===== src/hw/branch_pkg.sv =====
package branch_pkg;

    // widths that carry a meaning
    typedef logic [31:0] addr_t;
    typedef logic [31:0] word_t;
    typedef logic [31:0] instr_t;
    typedef logic [4:0]  reg_idx_t;
    typedef logic [3:0]  br_class_t;

    // instruction classes seen by the resolve pipeline
    localparam br_class_t CLS_NONE = 4'd0;
    localparam br_class_t CLS_BEQ  = 4'd1;
    localparam br_class_t CLS_BNE  = 4'd2;
    localparam br_class_t CLS_BLEZ = 4'd3;
    localparam br_class_t CLS_BGTZ = 4'd4;
    localparam br_class_t CLS_BLTZ = 4'd5;
    localparam br_class_t CLS_BGEZ = 4'd6;
    localparam br_class_t CLS_J    = 4'd7;
    localparam br_class_t CLS_JAL  = 4'd8;
    localparam br_class_t CLS_JR   = 4'd9;
    localparam br_class_t CLS_JALR = 4'd10;

    // primary opcode field, bits 31:26
    localparam logic [5:0] OP_SPECIAL = 6'b000000;
    localparam logic [5:0] OP_REGIMM  = 6'b000001;
    localparam logic [5:0] OP_J       = 6'b000010;
    localparam logic [5:0] OP_JAL     = 6'b000011;
    localparam logic [5:0] OP_BEQ     = 6'b000100;
    localparam logic [5:0] OP_BNE     = 6'b000101;
    localparam logic [5:0] OP_BLEZ    = 6'b000110;
    localparam logic [5:0] OP_BGTZ    = 6'b000111;

    // function field of SPECIAL, bits 5:0
    localparam logic [5:0] FN_JR   = 6'b001000;
    localparam logic [5:0] FN_JALR = 6'b001001;

    // rt field of REGIMM, bits 20:16
    localparam logic [4:0] RT_BLTZ = 5'b00000;
    localparam logic [4:0] RT_BGEZ = 5'b00001;

    // link register, a jr through it is a return
    localparam reg_idx_t RA_IDX = 5'd31;

    // distance from a branch to its delay slot
    localparam addr_t SLOT_STEP = 32'd4;

endpackage


===== src/hw/branch_ifs.sv =====
`timescale 1ns/1ps

// decode -> execute
interface decoded_if;

    logic                  valid;
    logic                  ready;
    branch_pkg::addr_t     pc;
    branch_pkg::br_class_t cls;
    // sign extended, already in bytes
    branch_pkg::addr_t     offset;
    logic [25:0]           jump_index;
    branch_pkg::reg_idx_t  rs_idx;
    branch_pkg::word_t     src_a;
    branch_pkg::word_t     src_b;
    logic                  pred_taken;

    modport src (
        output valid, pc, cls, offset, jump_index, rs_idx, src_a, src_b, pred_taken,
        input  ready
    );

    modport dst (
        input  valid, pc, cls, offset, jump_index, rs_idx, src_a, src_b, pred_taken,
        output ready
    );

endinterface

// execute -> result
interface resolved_if;

    logic                  valid;
    logic                  ready;
    branch_pkg::addr_t     pc;
    branch_pkg::br_class_t cls;
    // actual outcome, always set for jumps
    logic                  cond_true;
    branch_pkg::addr_t     dest;
    branch_pkg::reg_idx_t  rs_idx;
    logic                  pred_taken;

    modport src (
        output valid, pc, cls, cond_true, dest, rs_idx, pred_taken,
        input  ready
    );

    modport dst (
        input  valid, pc, cls, cond_true, dest, rs_idx, pred_taken,
        output ready
    );

endinterface


===== src/hw/branch_decode.sv =====
`timescale 1ns/1ps

module branch_decode (
    input  logic               clk,
    input  logic               reset,
    input  logic               in_valid,
    output logic               in_ready,
    input  branch_pkg::addr_t  in_pc,
    input  branch_pkg::instr_t in_instr,
    input  logic               in_pred_taken,
    input  branch_pkg::word_t  in_src_a,
    input  branch_pkg::word_t  in_src_b,
    decoded_if.src             dec
);

    logic               valid_q;
    branch_pkg::addr_t  pc_q;
    branch_pkg::instr_t instr_q;
    logic               pred_q;
    branch_pkg::word_t  src_a_q;
    branch_pkg::word_t  src_b_q;

    logic [5:0]            opcode;
    logic [5:0]            funct;
    logic [4:0]            rt;
    branch_pkg::br_class_t cls;

    // one slot, refills in the same cycle it drains
    assign in_ready = ~valid_q | dec.ready;

    always_ff @(posedge clk) begin
        if (reset) begin
            valid_q <= 1'b0;
        end else if (in_ready) begin
            valid_q <= in_valid;
        end
    end

    always_ff @(posedge clk) begin
        if (in_valid && in_ready) begin
            pc_q    <= in_pc;
            instr_q <= in_instr;
            pred_q  <= in_pred_taken;
            src_a_q <= in_src_a;
            src_b_q <= in_src_b;
        end
    end

    assign opcode = instr_q[31:26];
    assign rt     = instr_q[20:16];
    assign funct  = instr_q[5:0];

    always_comb begin
        cls = branch_pkg::CLS_NONE;
        case (opcode)
            branch_pkg::OP_SPECIAL: begin
                if (funct == branch_pkg::FN_JR) begin
                    cls = branch_pkg::CLS_JR;
                end else if (funct == branch_pkg::FN_JALR) begin
                    cls = branch_pkg::CLS_JALR;
                end
            end
            branch_pkg::OP_REGIMM: begin
                // only the two plain compares, no link variants
                if (rt == branch_pkg::RT_BLTZ) begin
                    cls = branch_pkg::CLS_BLTZ;
                end else if (rt == branch_pkg::RT_BGEZ) begin
                    cls = branch_pkg::CLS_BGEZ;
                end
            end
            branch_pkg::OP_J:    cls = branch_pkg::CLS_J;
            branch_pkg::OP_JAL:  cls = branch_pkg::CLS_JAL;
            branch_pkg::OP_BEQ:  cls = branch_pkg::CLS_BEQ;
            branch_pkg::OP_BNE:  cls = branch_pkg::CLS_BNE;
            branch_pkg::OP_BLEZ: cls = branch_pkg::CLS_BLEZ;
            branch_pkg::OP_BGTZ: cls = branch_pkg::CLS_BGTZ;
            default:             cls = branch_pkg::CLS_NONE;
        endcase
    end

    assign dec.valid      = valid_q;
    assign dec.pc         = pc_q;
    assign dec.cls        = cls;
    // 16 bit word offset to byte offset
    assign dec.offset     = {{14{instr_q[15]}}, instr_q[15:0], 2'b00};
    assign dec.jump_index = instr_q[25:0];
    assign dec.rs_idx     = instr_q[25:21];
    assign dec.src_a      = src_a_q;
    assign dec.src_b      = src_b_q;
    assign dec.pred_taken = pred_q;

endmodule


===== src/hw/branch_execute.sv =====
`timescale 1ns/1ps

module branch_execute (
    input  logic    clk,
    input  logic    reset,
    decoded_if.dst  dec,
    resolved_if.src res
);

    logic                  valid_q;
    branch_pkg::addr_t     pc_q;
    branch_pkg::br_class_t cls_q;
    logic                  cond_q;
    branch_pkg::addr_t     dest_q;
    branch_pkg::reg_idx_t  rs_q;
    logic                  pred_q;

    logic              a_neg;
    logic              a_zero;
    logic              cond;
    branch_pkg::addr_t slot_pc;
    branch_pkg::addr_t dest;

    assign dec.ready = ~valid_q | res.ready;

    // compares against zero only look at rs
    assign a_neg  = dec.src_a[31];
    assign a_zero = (dec.src_a == '0);

    always_comb begin
        case (dec.cls)
            branch_pkg::CLS_BEQ:  cond = (dec.src_a == dec.src_b);
            branch_pkg::CLS_BNE:  cond = (dec.src_a != dec.src_b);
            branch_pkg::CLS_BLEZ: cond = a_neg | a_zero;
            branch_pkg::CLS_BGTZ: cond = ~a_neg & ~a_zero;
            branch_pkg::CLS_BLTZ: cond = a_neg;
            branch_pkg::CLS_BGEZ: cond = ~a_neg;
            branch_pkg::CLS_J,
            branch_pkg::CLS_JAL,
            branch_pkg::CLS_JR,
            branch_pkg::CLS_JALR: cond = 1'b1;
            default:              cond = 1'b0;
        endcase
    end

    assign slot_pc = dec.pc + branch_pkg::SLOT_STEP;

    always_comb begin
        case (dec.cls)
            branch_pkg::CLS_BEQ,
            branch_pkg::CLS_BNE,
            branch_pkg::CLS_BLEZ,
            branch_pkg::CLS_BGTZ,
            branch_pkg::CLS_BLTZ,
            branch_pkg::CLS_BGEZ: dest = slot_pc + dec.offset;
            // region of the delay slot, not of the jump itself
            branch_pkg::CLS_J,
            branch_pkg::CLS_JAL:  dest = {slot_pc[31:28], dec.jump_index, 2'b00};
            branch_pkg::CLS_JR,
            branch_pkg::CLS_JALR: dest = dec.src_a;
            default:              dest = '0;
        endcase
    end

    always_ff @(posedge clk) begin
        if (reset) begin
            valid_q <= 1'b0;
        end else if (dec.ready) begin
            valid_q <= dec.valid;
        end
    end

    always_ff @(posedge clk) begin
        if (dec.valid && dec.ready) begin
            pc_q   <= dec.pc;
            cls_q  <= dec.cls;
            cond_q <= cond;
            dest_q <= dest;
            rs_q   <= dec.rs_idx;
            pred_q <= dec.pred_taken;
        end
    end

    assign res.valid      = valid_q;
    assign res.pc         = pc_q;
    assign res.cls        = cls_q;
    assign res.cond_true  = cond_q;
    assign res.dest       = dest_q;
    assign res.rs_idx     = rs_q;
    assign res.pred_taken = pred_q;

endmodule


===== src/hw/branch_result.sv =====
`timescale 1ns/1ps

module branch_result (
    input  logic              clk,
    input  logic              reset,
    resolved_if.dst           res,
    input  logic              res_ready,
    output logic              res_valid,
    output branch_pkg::addr_t res_pc,
    output logic              res_redirect,
    output branch_pkg::addr_t res_target,
    output branch_pkg::addr_t res_dest,
    output logic              res_call,
    output logic              res_return
);

    logic              is_ctrl;
    logic              redirect;
    branch_pkg::addr_t target;
    logic              call;
    logic              ret;

    assign is_ctrl = (res.cls != branch_pkg::CLS_NONE);

    // fetch went the wrong way whenever outcome and prediction differ
    assign redirect = is_ctrl & (res.cond_true ^ res.pred_taken);

    always_comb begin
        if (redirect && res.cond_true) begin
            target = res.dest;
        end else if (redirect) begin
            // predicted taken but fell through so resume after the delay slot
            target = res.pc + branch_pkg::SLOT_STEP + branch_pkg::SLOT_STEP;
        end else begin
            target = '0;
        end
    end

    // hints for the return stack
    assign call = (res.cls == branch_pkg::CLS_JAL) || (res.cls == branch_pkg::CLS_JALR);
    assign ret  = (res.cls == branch_pkg::CLS_JR) && (res.rs_idx == branch_pkg::RA_IDX);

    assign res.ready = ~res_valid | res_ready;

    // redirect drops together with valid
    always_ff @(posedge clk) begin
        if (reset) begin
            res_valid    <= 1'b0;
            res_redirect <= 1'b0;
        end else if (res.ready) begin
            res_valid    <= res.valid;
            res_redirect <= res.valid & redirect;
        end
    end

    // fields hold while the consumer stalls
    always_ff @(posedge clk) begin
        if (res.valid && res.ready) begin
            res_pc     <= res.pc;
            res_target <= target;
            res_dest   <= res.dest;
            res_call   <= call;
            res_return <= ret;
        end
    end

endmodule


===== src/hw/branch_unit.sv =====
`timescale 1ns/1ps

module branch_unit (
    input  logic               clk,
    input  logic               reset,

    input  logic               in_valid,
    output logic               in_ready,
    input  branch_pkg::addr_t  in_pc,
    input  branch_pkg::instr_t in_instr,
    input  logic               in_pred_taken,
    input  branch_pkg::word_t  in_src_a,
    input  branch_pkg::word_t  in_src_b,

    output logic               res_valid,
    input  logic               res_ready,
    output branch_pkg::addr_t  res_pc,
    output logic               res_redirect,
    output branch_pkg::addr_t  res_target,
    output branch_pkg::addr_t  res_dest,
    output logic               res_call,
    output logic               res_return
);

    decoded_if  dec_link ();
    resolved_if res_link ();

    // classify and pick fields
    branch_decode u_decode (
        .clk           (clk),
        .reset         (reset),
        .in_valid      (in_valid),
        .in_ready      (in_ready),
        .in_pc         (in_pc),
        .in_instr      (in_instr),
        .in_pred_taken (in_pred_taken),
        .in_src_a      (in_src_a),
        .in_src_b      (in_src_b),
        .dec           (dec_link)
    );

    // condition and destination
    branch_execute u_execute (
        .clk   (clk),
        .reset (reset),
        .dec   (dec_link),
        .res   (res_link)
    );

    // redirect against prediction
    branch_result u_result (
        .clk          (clk),
        .reset        (reset),
        .res          (res_link),
        .res_ready    (res_ready),
        .res_valid    (res_valid),
        .res_pc       (res_pc),
        .res_redirect (res_redirect),
        .res_target   (res_target),
        .res_dest     (res_dest),
        .res_call     (res_call),
        .res_return   (res_return)
    );

endmodule


===== config.mk =====
export PLATFORM = sky130hd
export DESIGN_NAME = branch_unit
export DESIGN_NICKNAME = d
export VERILOG_FILES = /design/src/hw/branch_pkg.sv /design/src/hw/branch_ifs.sv /design/src/hw/branch_decode.sv /design/src/hw/branch_execute.sv /design/src/hw/branch_result.sv /design/src/hw/branch_unit.sv
export SDC_FILE = /design/constraint.sdc
export NUM_CORES = 1
export LEC_CHECK = 0
export ABC_AREA = 1
export BUFFER_PORTS_ARGS = -buffer_cell sky130_fd_sc_hd__buf_2
export CAP_MARGIN = 30
export CELL_PAD_IN_SITES_DETAIL_PLACEMENT = 0
export CELL_PAD_IN_SITES_GLOBAL_PLACEMENT = 1
export CORE_ASPECT_RATIO = 0.9
export CORE_MARGIN = 2
export CORE_UTILIZATION = 49
export CTS_BUF_LIST = sky130_fd_sc_hd__clkbuf_4 sky130_fd_sc_hd__clkbuf_8
export CTS_CLUSTER_DIAMETER = 60
export DETAILED_ROUTE_END_ITERATION = 8
export PLACE_DENSITY_LB_ADDON = 0.1
export SYNTH_ARGS = -nofsm -noshare
export SYNTH_HDL_FRONTEND = slang
export SYNTH_SLANG_ARGS = --single-unit

===== constraint.sdc =====
create_clock -name clk -period 10.1 [get_ports clk]
set_input_delay 3.03 -clock clk [delete_from_list [all_inputs] [get_ports clk]]
set_output_delay 3.03 -clock clk [all_outputs]
set_load 0.1 [all_outputs]

==> run metrics, run 1 <==
run status completed; highest ir drop seen on vdd 102 uV; power per standard cell area 168 nW/um2; r2r worst-path depth 14; number of global-route vias before repair 10.2k; DRC violations left 0; hold violation count in the final report 0; overall global routing resource usage 25.0%; overall via count from detail_route 11.1k; slack of the worst reg-to-reg path 6.39 ns; critical register-to-register path startpoint u_decode.dec.pc[2]$_DFFE_PP_; total half-perimeter wirelength after legalization and detailed placement 31100 um; reported net switching power 0.000785 W; Max clock buf depth 3; sw frac 26.7%; Clock transition at path regs 0.06 ns; Final setup violation count 0; Post-Syn Area per Cell 10.3 um2; count of non-filler cells in the finished layout 2156; uppermost routed layer met4; post-layout total power 0.00294 W; number of nets in the synthesized netlist 1605; share of power burned in registers 51.6%; Clk network pwr share 36.0%; Fill cells 2593; clock period minus worst slack 7.02 ns; max-slew violation count 0; leading cell types in the layout, fill and taps excluded sky130_fd_sc_hd__nand2_1 (406), sky130_fd_sc_hd__edfxtp_1 (302), sky130_fd_sc_hd__buf_2 (233); Routed Wire Length 39700 um; site row count 60; CTS tree built; leak pwr 7.39 nW; worst reg2reg path endpoint u_execute.res.dest[29]$_DFFE_PP_; MaxCap Viol Count 0; total length of routed met3 wires 2330 um; most common library cell in the layout ignoring fill and taps sky130_fd_sc_hd__nand2_1; destination of the worst hold path u_execute.res.pred_taken$_DFFE_PP_; Post-Syn Area 14800 um2; post-cts gate resize count 0; TritonCTS Sinks 306; H-tree depth 2; critical path required time 7.07 ns; total non-filler cell area in the finished layout 17500 um2; CP Max Fanout 3; diodes inserted 0; Total Die Area 31600 um2; largest net degree at the start of global routing 83; remaining antenna violation count after routing 0; Synthesis Warnings 0; area inside the core boundary 29800 um2; startpoint of the most critical hold path u_decode.dec.pred_taken$_DFFE_PP_; routed wl met2 17800 um; portion of the post-synthesis area used by sequential elements 61.8%; y dimension of the die 169 um; initial cell density of the core 49.7%; Worst setup EP type primary output; RSZ-0062 raised after global routing no; CTS hold repair buffers 0; routed length on met1 18900 um; register bit total from synthesis 306; post-synthesis to final-layout area growth 18.2%; dpl cell area 16500 um2; type of the worst setup path in -> out; number of instances in the placed design 2066; fin crit share 69.5%; post-detailed-route wirelength per cell 18.4 um; Final #Nets 1885; Pre-Repair DR Iteration Count 5; fraction of layout cells with a size suffix above 1 20.5%; routability congestion estimate from global placement 0.894; CTS Root Cell sky130_fd_sc_hd__clkbuf_8; instance count along the most critical hold path 0; die width 187 um; Comb pwr share 12.4%; Final Util 58.7%; Clock Latency Late Sink 0.57 ns; class of the worst hold path reg -> reg; number of vias per cell after detailed routing 5.14; aggregate global routing overflow 0; port bufs 233; Highest Clock Rate 142 MHz; WP data arrival 3.99 ns; I/O pin total 234; number of DRC violations after detailed-routing iteration 0 1021; buffers inserted by post-CTS timing repair 0; Worst Tran Pin Value 0.912 ns; post-route setup TNS 0 ns; internal power 0.00215 W; final setup skew 0.0213 ns; count of unique library cells instantiated by Yosys 45; number of standard cells after synthesis 1436; antenna violations before repair 0; startpoint type of the worst setup path input port; Inserted Clock Buffers 49; tightest slew margin relative to the limit 38.6%; first-pass GRT wire length 59300 um
## flip-flops by register name (all words and copies together), names as in the netlist, 4 cells and up
signal / cells
u_decode.dec.pc: 32
u_decode.dec.src_a: 32
u_decode.dec.src_b: 32
u_decode.instr_q: 32
u_execute.res.cls: 4
u_execute.res.dest: 32
u_execute.res.pc: 32
u_execute.res.rs_idx: 5
u_result.res_dest: 32
u_result.res_pc: 32
u_result.res_target: 32
## critical path, cell delays in order
cell and delay (ns):
sky130_fd_sc_hd__buf_2 0.10, sky130_fd_sc_hd__nor2_1 0.24, sky130_fd_sc_hd__inv_1 0.09, sky130_fd_sc_hd__nor2_1 0.13, sky130_fd_sc_hd__nand2_1 0.10, sky130_fd_sc_hd__buf_2 0.30
## worst max path at each step
stage / start / to / slack (ns) / cells past startpoint
after floorplan: res_ready / u_result.res_call$_DFFE_PP_ / 2.34 / 2
after global placement: res_ready / in_ready / 3.07 / 6
after detailed placement: res_ready / in_ready / 3.07 / 6
after CTS: res_ready / in_ready / 3.07 / 6
after global routing: res_ready / in_ready / 2.92 / 6
final: res_ready / in_ready / 3.08 / 6
## Yosys cell counts, drive strengths merged
master	number	area (um2)
a21o	4	30.0
a21oi	29	145
a22o	11	96.3
a31oi	3	18.8
a32o	3	30.0
and2	6	37.5
and3	1	6.26
buf	11	66.3
clkbuf	1	3.75
dfxtp	4	80.1
edfxtp	302	9070
fa	1	20.0
ha	35	438
inv	174	656
nand2	412	1570
nand3	100	510
nand3b	11	82.6
nand4	33	228
nor2	140	608
nor3	27	150
nor4	4	31.3
o211ai	6	45.0
o21ai	29	145
o21bai	12	90.1
o221ai	1	8.76
o22ai	1	6.26
o31ai	2	15.0
or2	6	37.5
xnor2	39	342
xor2	28	245
## routing by layer
metal / vias up / track usage [%]
met5: - / 0
met4: 0 / 6.14
met3: 53 / 3.44
met2: 364 / 38.3
met1: 5234 / 37.7
li1: 5439 / -
## power by group through the flow
stage | combinational, W | clock [W] | sequential [W]
detailed placement | 0.000359 | 0 | 0.00154
CTS | 0.000361 | 0.00108 | 0.00152
global placement | 0.000356 | 0 | 0.00154
finish | 0.000364 | 0.00106 | 0.00151
global route | 0.000398 | 0.00114 | 0.00152
floorplan | 0.000175 | 0 | 0.00161
## layout make-up
type / count / area, um2 / area share, %
sequential: 306 / 9150 / 52.3
clock inverter: 26 / 213 / 1.22
inverter: 174 / 658 / 3.76
timing repair buffer: 241 / 1270 / 7.23
clock buffer: 62 / 772 / 4.41
tap: 403 / 504 / 2.88
multi-input combinational: 944 / 4940 / 28.2
## logic make-up (layout without fill, tap and decap cells)
kind of cell	Yosys count	after routing	synth area share (%)
compound gates	101	101	4.26
fa+ha+maj	36	36	3.09
buf+inv	186	503	4.90
xor+xnor	67	67	3.96
simple gates	740	740	22.0
flops	306	306	61.8
## per-stage QoR
step	setup slack (ns)	hold WS, ns
floorplan	2.34	0.400
global placement	3.07	0.409
detailed placement	3.07	0.410
CTS	3.07	0.425
global route	2.92	0.430
finish	3.08	0.422
(Power assumes the default switching activity.)
==> inputs of run 2 (changes only) <==
--- a/config.mk
+++ b/config.mk
@@ -12,7 +12,7 @@
 export CELL_PAD_IN_SITES_GLOBAL_PLACEMENT = 1
 export CORE_ASPECT_RATIO = 0.9
 export CORE_MARGIN = 2
-export CORE_UTILIZATION = 49
+export CORE_UTILIZATION = 46
 export CTS_BUF_LIST = sky130_fd_sc_hd__clkbuf_4 sky130_fd_sc_hd__clkbuf_8
 export CTS_CLUSTER_DIAMETER = 60
 export DETAILED_ROUTE_END_ITERATION = 8
==> constraint.sdc (replaced) <==
create_clock -name clk -period 6.95 [get_ports clk]
set_input_delay 2.085 -clock clk [delete_from_list [all_inputs] [get_ports clk]]
set_output_delay 2.085 -clock clk [all_outputs]
set_load 0.1 [all_outputs]
==> run 2 against run 1 <==
Against the previous run:
- clock skew down 0.0021 ns
- sequential share of layout area grew 0.21 points
- die area grew 6.4%
- routed wire length up 1.8%
==> run metrics, run 2 (synthesis gave the netlist of run 1 again) <==
Worst setup EP type primary output (unchanged); destination of the critical timing path in_ready (unchanged); post-synthesis to final-layout area growth 17.7% (was 18.2%); reported net switching power 0.00114 W (was 0.000785 W); CTS Root Cell sky130_fd_sc_hd__clkbuf_8 (unchanged); fin crit share 74.0%; WP data arrival 3.06 ns (was 3.99 ns); area inside the core boundary 31800 um2 (was 29800 um2); most common library cell in the layout ignoring fill and taps sky130_fd_sc_hd__nand2_1 (unchanged); hold violation count in the final report 0 (unchanged); Max clock buf depth 3 (unchanged); highest ir drop seen on vdd 178 uV (was 102 uV); class of the worst hold path reg -> reg (unchanged); worst reg2reg path endpoint u_execute.res.dest[31]$_DFFE_PP_ (was u_execute.res.dest[29]$_DFFE_PP_); Comb pwr share 12.5% (was 12.4%); critical register-to-register path startpoint u_decode.dec.pc[2]$_DFFE_PP_ (unchanged); global-route layer with the greatest usage met2 (unchanged); post-cts gate resize count 0 (unchanged); run status completed (unchanged); r2r worst-path depth 17 (was 14); y dimension of the die 174 um (was 169 um); max-slew violation count 0 (unchanged); met3 global-route usage 3.19% (was 3.44%); critical path cell sequence buf_2, nor2_1, inv_1, nor2_1, nand2_1, buf_2 (unchanged); Final Util 54.8% (was 58.7%); fraction of layout cells with a size suffix above 1 20.5% (about the same); CTS hold repair buffers 0 (unchanged); leak pwr 7.35 nW (was 7.39 nW); number of vias per cell after detailed routing 5.02 (was 5.14); Pre-Repair DR Iteration Count 7 (was 5); sw frac 26.9% (was 26.7%); stage delay of the slowest cell on the critical path 0.30 ns (about the same); slack of the worst reg-to-reg path 3.31 ns (was 6.39 ns); I/O pin total 234 (unchanged); post-detailed-route wirelength per cell 18.7 um (was 18.4 um); Worst Tran Pin Value 0.891 ns (was 0.912 ns); internal power 0.00309 W (was 0.00215 W); Inserted Clock Buffers 49 (unchanged); antenna violations before repair 0 (unchanged); initial cell density of the core 46.6% (was 49.7%); remaining antenna violation count after routing 0 (unchanged); routability congestion estimate from global placement 0.865 (was 0.894); largest net degree at the start of global routing 57 (was 83); RSZ-0062 raised after global routing no (unchanged); Clk network pwr share 35.4% (was 36.0%); met1 demand-to-capacity share in global routing 36.9% (was 37.7%); type of the worst setup path in -> out (unchanged); share of power burned in registers 52.2% (was 51.6%); number of global-route vias before repair 10.4k (was 10.2k); power per standard cell area 242 nW/um2 (was 168 nW/um2); Highest Clock Rate 194 MHz; DRC violations left 0 (unchanged); MaxCap Viol Count 0 (unchanged); CP Max Fanout 3 (unchanged); first-pass GRT wire length 60200 um (was 59300 um); startpoint of the worst setup timing path res_ready (unchanged); global-route track usage on met2 36.9% (was 38.3%); tightest slew margin relative to the limit 40.5% (was 38.6%); die width 193 um (was 187 um); site row count 62 (was 60); critical path required time 4.87 ns (was 7.07 ns); diodes inserted 0 (unchanged); Final #Nets 1883 (was 1885); number of DRC violations after detailed-routing iteration 0 832 (was 1021); total half-perimeter wirelength after legalization and detailed placement 32000 um (was 31100 um); Clock Latency Late Sink 0.59 ns (was 0.57 ns); Total Die Area 33600 um2 (was 31600 um2); Fill cells 2857 (was 2593); Final setup violation count 0 (unchanged); Routed Wire Length 40400 um (was 39700 um); H-tree depth 2 (unchanged); TritonCTS Sinks 306 (unchanged); Clock transition at path regs 0.06 ns (about the same); overall via count from detail_route 10.9k (was 11.1k); aggregate global routing overflow 0 (unchanged); port bufs 233 (unchanged); final setup skew 0.0192 ns (was 0.0213 ns); startpoint type of the worst setup path input port (unchanged); post-route setup TNS 0 ns (unchanged); CTS tree built (unchanged); buffers inserted by post-CTS timing repair 0 (unchanged); overall global routing resource usage 24.3% (was 25.0%); slowest stage cell on the critical path sky130_fd_sc_hd__buf_2 (unchanged); clock period minus worst slack 5.14 ns; leading cell types in the layout, fill and taps excluded sky130_fd_sc_hd__nand2_1 (406), sky130_fd_sc_hd__edfxtp_1 (302), sky130_fd_sc_hd__buf_2 (233) (unchanged)
run 2: cell count changes in the layout (fill, tap and decap cells not counted):
cell	change
sky130_fd_sc_hd__buf_16	-2
sky130_fd_sc_hd__clkinv_2	+2
sky130_fd_sc_hd__nor2_4	+1
sky130_fd_sc_hd__inv_6	-1
sky130_fd_sc_hd__clkbuf_4	-1
sky130_fd_sc_hd__clkinv_1	-4
sky130_fd_sc_hd__bufinv_16	-1
sky130_fd_sc_hd__nor2_2	-1
sky130_fd_sc_hd__clkbuf_8	+1
sky130_fd_sc_hd__clkinvlp_4	-1
sky130_fd_sc_hd__clkinv_4	+1
run 2: metrics by stage:
stage	power [W]	setup WS (ns)	cell area, um2	cells	hold WS [ns]
global placement	0.00276	1.82	16500	2079	0.410
detailed placement	0.00277	1.81	16500	2079	0.423
floorplan	0.00260	0.132	14800	1436	0.400
CTS	0.00426	1.81	17400	2163	0.435
finish	0.00423	1.81	17400	2163	0.430
global route	0.00440	1.69	17400	2163	0.439
run 2: per-layer routing:
metal | wire length, um | share of wire, %
met5 | 0 | 0
met1 | 19500 | 48
met4 | 872 | 2.2
met3 | 2080 | 5.1
met2 | 18000 | 44
run 2: how the worst min path moves through the flow:
stage | start | end | slack (ns) | cells past startpoint
after floorplan | u_decode.dec.pred_taken$_DFFE_PP_ | u_execute.res.pred_taken$_DFFE_PP_ | 0.40 | 0
after global placement | u_decode.dec.pred_taken$_DFFE_PP_ | u_execute.res.pred_taken$_DFFE_PP_ | 0.41 | 0
after detailed placement | u_decode.dec.pred_taken$_DFFE_PP_ | u_execute.res.pred_taken$_DFFE_PP_ | 0.42 | 0
after CTS | u_decode.dec.pred_taken$_DFFE_PP_ | u_execute.res.pred_taken$_DFFE_PP_ | 0.43 | 0
after global routing | u_decode.dec.pred_taken$_DFFE_PP_ | u_execute.res.pred_taken$_DFFE_PP_ | 0.44 | 0
final | u_decode.dec.pred_taken$_DFFE_PP_ | u_execute.res.pred_taken$_DFFE_PP_ | 0.43 | 0
run 2: area by class of cell:
cell class	count	area [um2]	share of cell area, %
Sequential cell	306	9150	52.5
Multi-Input combinational cell	944	4950	28.4
Tap cell	416	520	2.99
Clock buffer	62	778	4.46
Inverter	174	658	3.78
Clock inverter	22	170	0.976
Timing Repair Buffer	239	1210	6.95
run 2: worst max-delay path, delay by kind of cell:
family                 cells  cell delay, ns
buffers and inverters      3            0.49
AND/OR/NAND/NOR            3            0.48
run 2: power groups by stage:
stage / clock, W / sequential, W / combinational (W)
5_1_grt: 0.00161 / 0.00221 / 0.000578
6_report: 0.00150 / 0.00220 / 0.000527
2_1_floorplan: 0 / 0.00234 / 0.000254
3_5_place_dp: 0 / 0.00224 / 0.000525
4_1_cts: 0.00153 / 0.00220 / 0.000527
3_3_place_gp: 0 / 0.00224 / 0.000523
